`config.mk`:
```
export PLATFORM = sky130hd
export DESIGN_NAME = crSubsystem
export DESIGN_NICKNAME = d
export VERILOG_FILES = /design/src/design/crPkg.sv /design/src/design/crStatusIf.sv /design/src/design/crSubsystem.sv /design/src/design/trapUnit.sv /design/src/design/crFile.sv /design/src/design/crWbPipe.sv
export VERILOG_INCLUDE_DIRS = /design/src /design/src/design
export SDC_FILE = /design/constraint.sdc
export NUM_CORES = 2
export LEC_CHECK = 0
export BUFFER_PORTS_ARGS = -buffer_cell sky130_fd_sc_hd__buf_2
export CORE_MARGIN = 1.5
export CORE_UTILIZATION = 30
export CTS_CLUSTER_DIAMETER = 120
export CTS_CLUSTER_SIZE = 10
export DETAILED_ROUTE_END_ITERATION = 10
export HOLD_SLACK_MARGIN = 0.05
export MAX_ROUTING_LAYER = met4
export REMOVE_ABC_BUFFERS = 1
export SLEW_MARGIN = 5
export SYNTH_ARGS = -nofsm -noshare
export SYNTH_HDL_FRONTEND = slang
export SYNTH_SLANG_ARGS = --single-unit
```
`constraint.sdc`:
```
create_clock -name clock -period 3.05 [get_ports clock]
set_input_delay 0.305 -clock clock [delete_from_list [all_inputs] [get_ports clock]]
set_output_delay 0.305 -clock clock [all_outputs]
set_load 0.01 [all_outputs]
```
`src/design/cr_params.svh`:
```
// widths, SR field positions and reset value for the control-register block; include where needed
`ifndef CR_PARAMS_SVH
`define CR_PARAMS_SVH

// full register word
`define CR_DATA_W 64

// virtual address width
// 48-bit registers keep only this many low bits
`define CR_ADDR_W 48

// control register select width
`define CR_ID_W 6

// SR mode bit, set means supervisor
`define CR_SR_MD 30

// SR block bit
// set on trap entry so nested interrupts stay masked
`define CR_SR_BL 28

// SR after reset
// only MD is set, core starts in supervisor mode
`define CR_SR_RESET 64'h0000_0000_4000_0000

`endif
```
`src/design/crPkg.sv`:
```
// shared types of the control-register block: register IDs, words, addresses, writeback entries
`include "cr_params.svh"

package crPkg;

	// control register select codes
	// codes not listed here read as zero and drop writes
	typedef enum logic [`CR_ID_W-1:0]
	{
		CR_PC = 6'h00,
		CR_LR = 6'h01,
		CR_SR = 6'h02,
		CR_VBR = 6'h03,
		CR_SPC = 6'h04,
		CR_SSP = 6'h05,
		CR_GBR = 6'h06,
		CR_TBR = 6'h07,
		CR_TTB = 6'h08,
		CR_TEA = 6'h09,
		CR_MMCR = 6'h0A,
		CR_EXSR = 6'h0B,
		CR_KRR = 6'h0D,
		// immediate slot, reads zero
		CR_IMM = 6'h1E,
		// zero register
		CR_ZZR = 6'h1F
	} crId;

	// one register word
	typedef logic [`CR_DATA_W-1:0] crValue;

	// one virtual address
	typedef logic [`CR_ADDR_W-1:0] crAddr;

	// one register write on its way from EX1 to EX4
	typedef struct packed
	{
		// cleared by a flush
		logic valid;
		// target register
		crId id;
		// value to write
		crValue value;
	} crWbEntry;

endpackage

```
`src/design/crStatusIf.sv`:
```
// status, save and vector register lines between the trap unit and the control-register file
`timescale 1ns/100ps

interface crStatusIf import crPkg::*; ();

	// current register values, from the file
	crValue srOut;
	crValue exsrOut;
	crAddr spcOut;
	crValue teaOut;
	// vector base, low 48 bits only
	crAddr vbrOut;

	// next values, from the trap unit
	// these equal the Out values when no trap or return is in progress
	crValue srIn;
	crValue exsrIn;
	crAddr spcIn;
	crValue teaIn;

	// file side
	// a committing write to one of these overrides its In value
	modport file
	(
		output srOut, exsrOut, spcOut, teaOut, vbrOut,
		input srIn, exsrIn, spcIn, teaIn
	);

	// trap side
	modport trap
	(
		input srOut, exsrOut, spcOut, teaOut, vbrOut,
		output srIn, exsrIn, spcIn, teaIn
	);

endinterface

```
`src/design/crSubsystem.sv`:
```
// control-register subsystem top: writeback pipe, register file and trap unit behind plain ports
`timescale 1ns/100ps

module crSubsystem import crPkg::*;
#(
	// 0 drops the MMU registers
	parameter bit enableMmu = 1'b1
)
(
	input logic clock,
	input logic rstN,
	input logic hold,
	// EX1 register write
	input logic wbValid,
	input crId wbId,
	input crValue wbValue,
	// stage flushes
	input logic flushEx1,
	input logic flushEx2,
	input logic flushEx3,
	// live PC
	input crAddr pc,
	// read port
	input crId readId,
	output crValue readValue,
	// trap and return requests
	input logic trapReq,
	input logic [15:0] trapCause,
	input crValue trapAddr,
	input logic rteReq,
	// fetch redirect
	output logic redirectValid,
	output crAddr redirectPc,
	// architectural registers
	output crValue lrOut,
	output crValue gbrOut,
	output crValue vbrOut,
	output crValue srOut
);

	// EX4 write into the file
	crWbEntry commitEntry;

	// trap unit to file
	crStatusIf statusBus();

	crWbPipe i_wbPipe
	(
		.clock(clock),
		.rstN(rstN),
		.hold(hold),
		.wbValid(wbValid),
		.wbId(wbId),
		.wbValue(wbValue),
		.flushEx1(flushEx1),
		.flushEx2(flushEx2),
		.flushEx3(flushEx3),
		.commitEntry(commitEntry)
	);

	crFile #(.enableMmu(enableMmu)) i_file
	(
		.clock(clock),
		.rstN(rstN),
		.hold(hold),
		.commitEntry(commitEntry),
		.pc(pc),
		.readId(readId),
		.readValue(readValue),
		.status(statusBus.file),
		.lrOut(lrOut),
		.gbrOut(gbrOut),
		.vbrOut(vbrOut)
	);

	trapUnit i_trap
	(
		.clock(clock),
		.rstN(rstN),
		.hold(hold),
		.trapReq(trapReq),
		.trapCause(trapCause),
		.trapAddr(trapAddr),
		.rteReq(rteReq),
		.pc(pc),
		.status(statusBus.trap),
		.redirectValid(redirectValid),
		.redirectPc(redirectPc)
	);

	// SR comes out over the status lines
	assign srOut = statusBus.srOut;

endmodule

```
`src/design/trapUnit.sv`:
```
// trap entry and return-from-exception sequencing with the one-cycle PC redirect
`timescale 1ns/100ps
`include "cr_params.svh"

module trapUnit import crPkg::*;
(
	input logic clock,
	input logic rstN,
	input logic hold,
	// trap request with cause and fault address
	input logic trapReq,
	input logic [15:0] trapCause,
	input crValue trapAddr,
	// return from exception
	input logic rteReq,
	// PC of the trapping instruction
	input crAddr pc,
	// status, save and vector lines to the file
	crStatusIf.trap status,
	// redirect to fetch
	output logic redirectValid,
	output crAddr redirectPc
);

	// accepted events, nothing is taken on a held edge
	logic takeTrap;
	logic takeRte;
	// vector offset, eight bytes per cause
	crAddr vecOffset;
	// next fetch address
	crAddr target;

	// trap has priority over return
	assign takeTrap = trapReq && !hold;
	assign takeRte = rteReq && !hold && !trapReq;
	assign vecOffset = crAddr'({trapCause[7:0], 3'b000});

	// next values for the trap-owned registers
	always_comb
	begin
		status.srIn = status.srOut;
		status.exsrIn = status.exsrOut;
		status.spcIn = status.spcOut;
		status.teaIn = status.teaOut;
		target = status.spcOut;
		if (takeTrap)
		begin
			// save old SR low word with the cause above it
			status.exsrIn = {16'h0000, trapCause, status.srOut[31:0]};
			status.spcIn = pc;
			status.teaIn = trapAddr;
			// enter supervisor mode with interrupts blocked
			status.srIn[`CR_SR_MD] = 1'b1;
			status.srIn[`CR_SR_BL] = 1'b1;
			target = status.vbrOut + vecOffset;
		end
		else if (takeRte)
		begin
			// restore SR low word, upper word untouched
			status.srIn = {status.srOut[63:32], status.exsrOut[31:0]};
			target = status.spcOut;
		end
	end

	// redirect strobe lasts one cycle
	always_ff @(posedge clock or negedge rstN)
	begin
		if (!rstN)
			redirectValid <= 1'b0;
		else
			redirectValid <= takeTrap || takeRte;
	end

	// target only matters while the strobe is high
	always_ff @(posedge clock)
	begin
		if (takeTrap || takeRte)
			redirectPc <= target;
	end

endmodule

```
`src/design/crFile.sv`:
```
// control-register file with its combinational read port and the EX4 write commit
`timescale 1ns/100ps
`include "cr_params.svh"

module crFile import crPkg::*;
#(
	// 0 leaves TTB, MMCR and KRR tied to zero
	parameter bit enableMmu = 1'b1
)
(
	input logic clock,
	input logic rstN,
	input logic hold,
	// write leaving EX4
	input crWbEntry commitEntry,
	// live PC from fetch
	input crAddr pc,
	// read port
	input crId readId,
	output crValue readValue,
	// status, save and vector lines to the trap unit
	crStatusIf.file status,
	// architectural outputs
	output crValue lrOut,
	output crValue gbrOut,
	output crValue vbrOut
);

	// register storage
	crValue sr;
	crValue exsr;
	crAddr spc;
	crAddr ssp;
	crValue tea;
	crAddr vbr;
	logic [`CR_DATA_W-`CR_ADDR_W-1:0] vbrCm;
	crAddr gbr;
	logic [`CR_DATA_W-`CR_ADDR_W-1:0] fpsr;
	crAddr tbr;
	crValue lr;
	crValue ttb;
	crValue mmcr;
	crValue krr;

	// per-register write enables
	logic wrSr;
	logic wrExsr;
	logic wrSpc;
	logic wrSsp;
	logic wrTea;
	logic wrVbr;
	logic wrGbr;
	logic wrTbr;
	logic wrLr;
	logic wrTtb;
	logic wrMmcr;
	logic wrKrr;

	// decode the committing write
	// ZZR, IMM, PC and unknown codes enable nothing
	always_comb
	begin
		wrSr = 1'b0;
		wrExsr = 1'b0;
		wrSpc = 1'b0;
		wrSsp = 1'b0;
		wrTea = 1'b0;
		wrVbr = 1'b0;
		wrGbr = 1'b0;
		wrTbr = 1'b0;
		wrLr = 1'b0;
		wrTtb = 1'b0;
		wrMmcr = 1'b0;
		wrKrr = 1'b0;
		if (commitEntry.valid)
		begin
			case (commitEntry.id)
				CR_SR: wrSr = 1'b1;
				CR_EXSR: wrExsr = 1'b1;
				CR_SPC: wrSpc = 1'b1;
				CR_SSP: wrSsp = 1'b1;
				CR_TEA: wrTea = 1'b1;
				CR_VBR: wrVbr = 1'b1;
				CR_GBR: wrGbr = 1'b1;
				CR_TBR: wrTbr = 1'b1;
				CR_LR: wrLr = 1'b1;
				CR_TTB: wrTtb = 1'b1;
				CR_MMCR: wrMmcr = 1'b1;
				CR_KRR: wrKrr = 1'b1;
				default: ;
			endcase
		end
	end

	// state update, frozen on hold
	always_ff @(posedge clock or negedge rstN)
	begin
		if (!rstN)
		begin
			sr <= `CR_SR_RESET;
			exsr <= '0;
			spc <= '0;
			ssp <= '0;
			tea <= '0;
			vbr <= '0;
			vbrCm <= '0;
			gbr <= '0;
			fpsr <= '0;
			tbr <= '0;
			lr <= '0;
			ttb <= '0;
			mmcr <= '0;
			krr <= '0;
		end
		else if (!hold)
		begin
			// trap-owned registers follow the trap unit
			// a committing write takes priority
			sr <= wrSr ? commitEntry.value : status.srIn;
			exsr <= wrExsr ? commitEntry.value : status.exsrIn;
			spc <= wrSpc ? commitEntry.value[`CR_ADDR_W-1:0] : status.spcIn;
			tea <= wrTea ? commitEntry.value : status.teaIn;

			// software-only registers
			if (wrSsp)
				ssp <= commitEntry.value[`CR_ADDR_W-1:0];
			if (wrTbr)
				tbr <= commitEntry.value[`CR_ADDR_W-1:0];
			if (wrLr)
				lr <= commitEntry.value;

			// upper half goes to the companion register
			if (wrVbr)
			begin
				vbr <= commitEntry.value[`CR_ADDR_W-1:0];
				vbrCm <= commitEntry.value[`CR_DATA_W-1:`CR_ADDR_W];
			end
			if (wrGbr)
			begin
				gbr <= commitEntry.value[`CR_ADDR_W-1:0];
				fpsr <= commitEntry.value[`CR_DATA_W-1:`CR_ADDR_W];
			end

			// MMU block
			if (enableMmu)
			begin
				if (wrTtb)
					ttb <= commitEntry.value;
				if (wrMmcr)
					mmcr <= commitEntry.value;
				if (wrKrr)
					krr <= commitEntry.value;
			end
		end
	end

	// read port
	// narrow registers are zero-extended
	always_comb
	begin
		case (readId)
			CR_PC: readValue = crValue'(pc);
			CR_SR: readValue = sr;
			CR_EXSR: readValue = exsr;
			CR_LR: readValue = lr;
			CR_VBR: readValue = {vbrCm, vbr};
			CR_GBR: readValue = {fpsr, gbr};
			CR_SPC: readValue = crValue'(spc);
			CR_SSP: readValue = crValue'(ssp);
			CR_TBR: readValue = crValue'(tbr);
			CR_TEA: readValue = tea;
			CR_TTB: readValue = enableMmu ? ttb : '0;
			CR_MMCR: readValue = enableMmu ? mmcr : '0;
			CR_KRR: readValue = enableMmu ? krr : '0;
			// ZZR, IMM and unknown codes
			default: readValue = '0;
		endcase
	end

	// outputs
	assign lrOut = lr;
	assign gbrOut = {fpsr, gbr};
	assign vbrOut = {vbrCm, vbr};
	assign status.srOut = sr;
	assign status.exsrOut = exsr;
	assign status.spcOut = spc;
	assign status.teaOut = tea;
	assign status.vbrOut = vbr;

endmodule

```
`src/design/crWbPipe.sv`:
```
// writeback staging for control register writes, from EX1 issue to the EX4 commit
`timescale 1ns/100ps

module crWbPipe import crPkg::*;
(
	input logic clock,
	input logic rstN,
	input logic hold,
	// EX1 write strobe and payload
	input logic wbValid,
	input crId wbId,
	input crValue wbValue,
	// per-stage kills
	input logic flushEx1,
	input logic flushEx2,
	input logic flushEx3,
	// EX4 entry, committed by the file
	output crWbEntry commitEntry
);

	// stage registers
	crWbEntry ex2;
	crWbEntry ex3;
	crWbEntry ex4;

	// whole pipe freezes on hold
	// a flushed stage hands on its entry with valid dropped
	always_ff @(posedge clock or negedge rstN)
	begin
		if (!rstN)
		begin
			ex2 <= '0;
			ex3 <= '0;
			ex4 <= '0;
		end
		else if (!hold)
		begin
			// EX1 into EX2
			// flushEx1 stops the capture
			ex2.valid <= wbValid && !flushEx1;
			ex2.id <= wbId;
			ex2.value <= wbValue;

			// EX2 into EX3
			ex3.valid <= ex2.valid && !flushEx2;
			ex3.id <= ex2.id;
			ex3.value <= ex2.value;

			// EX3 into EX4
			ex4.valid <= ex3.valid && !flushEx3;
			ex4.id <= ex3.id;
			ex4.value <= ex3.value;
		end
	end

	// EX4 goes straight to the file
	assign commitEntry = ex4;

endmodule

```
==> run metrics <==
status=completed; Avg Inst Size Synth=12.6 um^2; vias per cell=5.38; Power, Total=0.0309 W; IO buf count=581; CTS Buffer Depth=3; DIE WIDTH=386 um; count of cell types in the netlist=72; IO Count=582; Starting Density=30.3%; die footprint=0.149 mm^2; dpl hpwl=123,000 um; crit path capture type=output pin; Leakage=26.9 nW; count leader, synth=dfrtp_1; fmax=0.350 GHz; gr usage total=24.7%; maximum fanout along the worst path=27; Critical Path Source Type=input pin; RSZ-0062 raised after global routing=false; Synth Flop Type=dfrtp_1; TritonRoute pass-1 iters=7; max layer used=met4; sequential fraction of the synthesis area=56.3%; reported max-cap violation count=0; gr ovfl total=0; vias in the first global route=33.8k; Post-route DRC=0; Final Wtd Congestion=0.893; Critical Path AT=2550 ps; worst skew pair latency=750 ps; fin crit period=2860 ps; postcts setup bufs=0; share of layout cells above drive strength 1=37.3%; drt wl/cell=29.2 um; met2 WL post-DR=85,600 um; synthesized area=0.0441 mm^2; fin crit share=93.6%; core area=0.146 mm^2; Syn Inst Count=3,491; Max transition margin=29.7%; clk root buf=clkbuf_16; wl on met1=75,000 um; required time of the critical path=2740 ps; synth-to-layout area growth=25.4%; Synth top cells by count=933 x dfrtp_1, 671 x mux2_2, 315 x nand2_1; Synth area leaders=dfrtp_1 53%, mux2_2 17%, mux2i_1 4.9%; final hold violation count=0; total negative setup slack=0 ps; initial antenna violation count=14; number of synthesized flops with an enable pin=48; max-slew violations=0; Ys Warns=0; worst hold slack=81.4 ps; Setup CP Type=in2out; met3 WL=15,400 um; ys async rst share=95.1%; H-tree Lvls=3; P per Cell Area=558 mW/mm^2; top cell type's share of synthesized area=52.9%; clk_skew=29.3 ps; cell taking the most area after synthesis=dfrtp_1; Worst Hold Class=in2async; final non-filler cell total=6,217; DR iter-0 viols=2,839; Fill cells=14.1k; Clock Sinks=982; die height=386 um; first-pass GRT wire length=254,000 um; final core occ=37.9%; FP Rows=140; Antenna Nets Post-Route=0; largest net degree at the start of global routing=90; Reg clk slew, reported paths=60 ps; clock tree from TritonCTS=yes; Total Wirelength=182,000 um; nets=4,473; Peak VDD IR=454 uV; measured slew at the worst slew-check pin=1050 ps; Final setup viols=0; synthesized flop and latch total=982; CTS Buf Count=109; vias=33.4k; Placed Cells=5,853
flip-flops by register name, summed over array words and instances (netlist names):
register / flops
i_file.status.srOut: 64
i_trap.redirectPc: 48
i_file.ssp: 48
i_trap.redirectValid: 1
i_file.ttb: 64
i_file.gbr: 48
i_file.krr: 64
i_file.mmcr: 64
i_wbPipe.commitEntry: 71
i_file.status.teaOut: 64
i_file.lrOut: 64
i_file.status.exsrOut: 64
i_file.tbr: 48
i_file.status.spcOut: 48
i_file.vbrCm: 16
i_wbPipe.ex3: 71
i_wbPipe.ex2: 71
i_file.fpsr: 16
i_file.status.vbrOut: 48
cells in the final DEF, fill, tap and decap left out, types with 17 or more instances in the layout:
master / count
a21oi_1: 53
buf_2: 577
dlygate4sd3_1: 204
mux2_1: 60
clkbuf_16: 110
a22o_1: 63
dfrtp_1: 933
clkbuf_1: 23
a221oi_1: 79
buf_4: 118
a222oi_1: 59
buf_12: 51
mux2_2: 671
xnor2_1: 24
nor2_1: 71
edfxtp_1: 48
diode_2: 17
a22oi_1: 96
nand2_1: 310
mux2i_1: 216
o21ai_0: 238
nand3_1: 70
through the flow:
stage                     area, um^2  setup WS, ps
after floorplan                42800         -2090
after global placement         50200           132
after detailed placement       50200           170
after CTS                      55200           181
after global routing           55300          34.6
final                          55300           194
worst paths after layout:
check	slack [ps]	cells past startpoint	end	startpoint
min	80	2	i_file.gbr[10]$_DFFE_PN0P_	rstN
max in group asynchronous	1810	4	i_file.mmcr[24]$_DFFE_PN0P_	rstN
max	190	9	readValue[20]	readId[5]
min in group clock	170	3	i_trap.redirectPc[1]$_DFFE_PP_	rteReq
max reg2reg	190	8	i_trap.redirectPc[46]$_DFFE_PP_	i_file.status.vbrOut[9]$_DFFE_PN0P_
min reg2reg	480	2	i_file.status.teaOut[1]$_DFFE_PN0P_	i_file.status.teaOut[1]$_DFFE_PN0P_
per-layer routing:
| layer | vias up | track usage (%) |
|---|---|---|
| li1 | 14298 | - |
| met1 | 17409 | 30.9 |
| met2 | 1433 | 38.9 |
| met3 | 296 | 6.38 |
| met4 | 0 | 7.70 |
| met5 | - | - |
timing repair:
item | 4_1_cts | 5_1_grt
hold endpoints to repair | 363 | 0
hold buffers | 204 | 0
gates resized for setup | 0 | 1
setup endpoints to repair | 0 | 1
worst max-delay path, stage by stage:
cell and delay [ps]:
buf_2 140, or4b_1 740, nor3_4 310, buf_12 260, buf_12 230, a22o_1 170
a221oi_1 40, nand3_1 110, buf_2 170
report_power, final:
| group | switching (W) | internal (W) | total [W] |
|---|---|---|---|
| logic | 0.00179 | 0.00154 | 0.00332 |
| clock network | 0.00541 | 0.00649 | 0.0119 |
| registers | 0.00137 | 0.0143 | 0.0156 |
layout make-up:
class | count | area [um^2] | share of cell area [%]
sequential | 982 | 24800 | 44.9
multi-input combinational | 2194 | 18100 | 32.8
timing repair buffer | 952 | 6870 | 12.4
clock buffer | 134 | 2850 | 5.16
tap | 1917 | 2400 | 4.34
clock inverter | 9 | 110 | 0.199
inverter | 12 | 45.0 | 0.0815
antenna | 17 | 42.5 | 0.0770
logic make-up (layout without fill, tap and decap cells):
| kind of cell | after synthesis | after routing | share of synthesized area, % |
|---|---|---|---|
| AO/OA/AOI/OAI | 625 | 625 | 9.71 |
| XOR/XNOR | 37 | 37 | 0.735 |
| adder cells (fa/ha/maj) | 9 | 9 | 0.272 |
| buffers and inverters | 315 | 1107 | 3.14 |
| flip-flops | 982 | 982 | 56.3 |
| multiplexers | 956 | 956 | 24.0 |
| other | 0 | 17 | 0 |
| AND/OR/NAND/NOR | 567 | 567 | 5.83 |
Note: power is estimated with default switching activity, not from simulation.
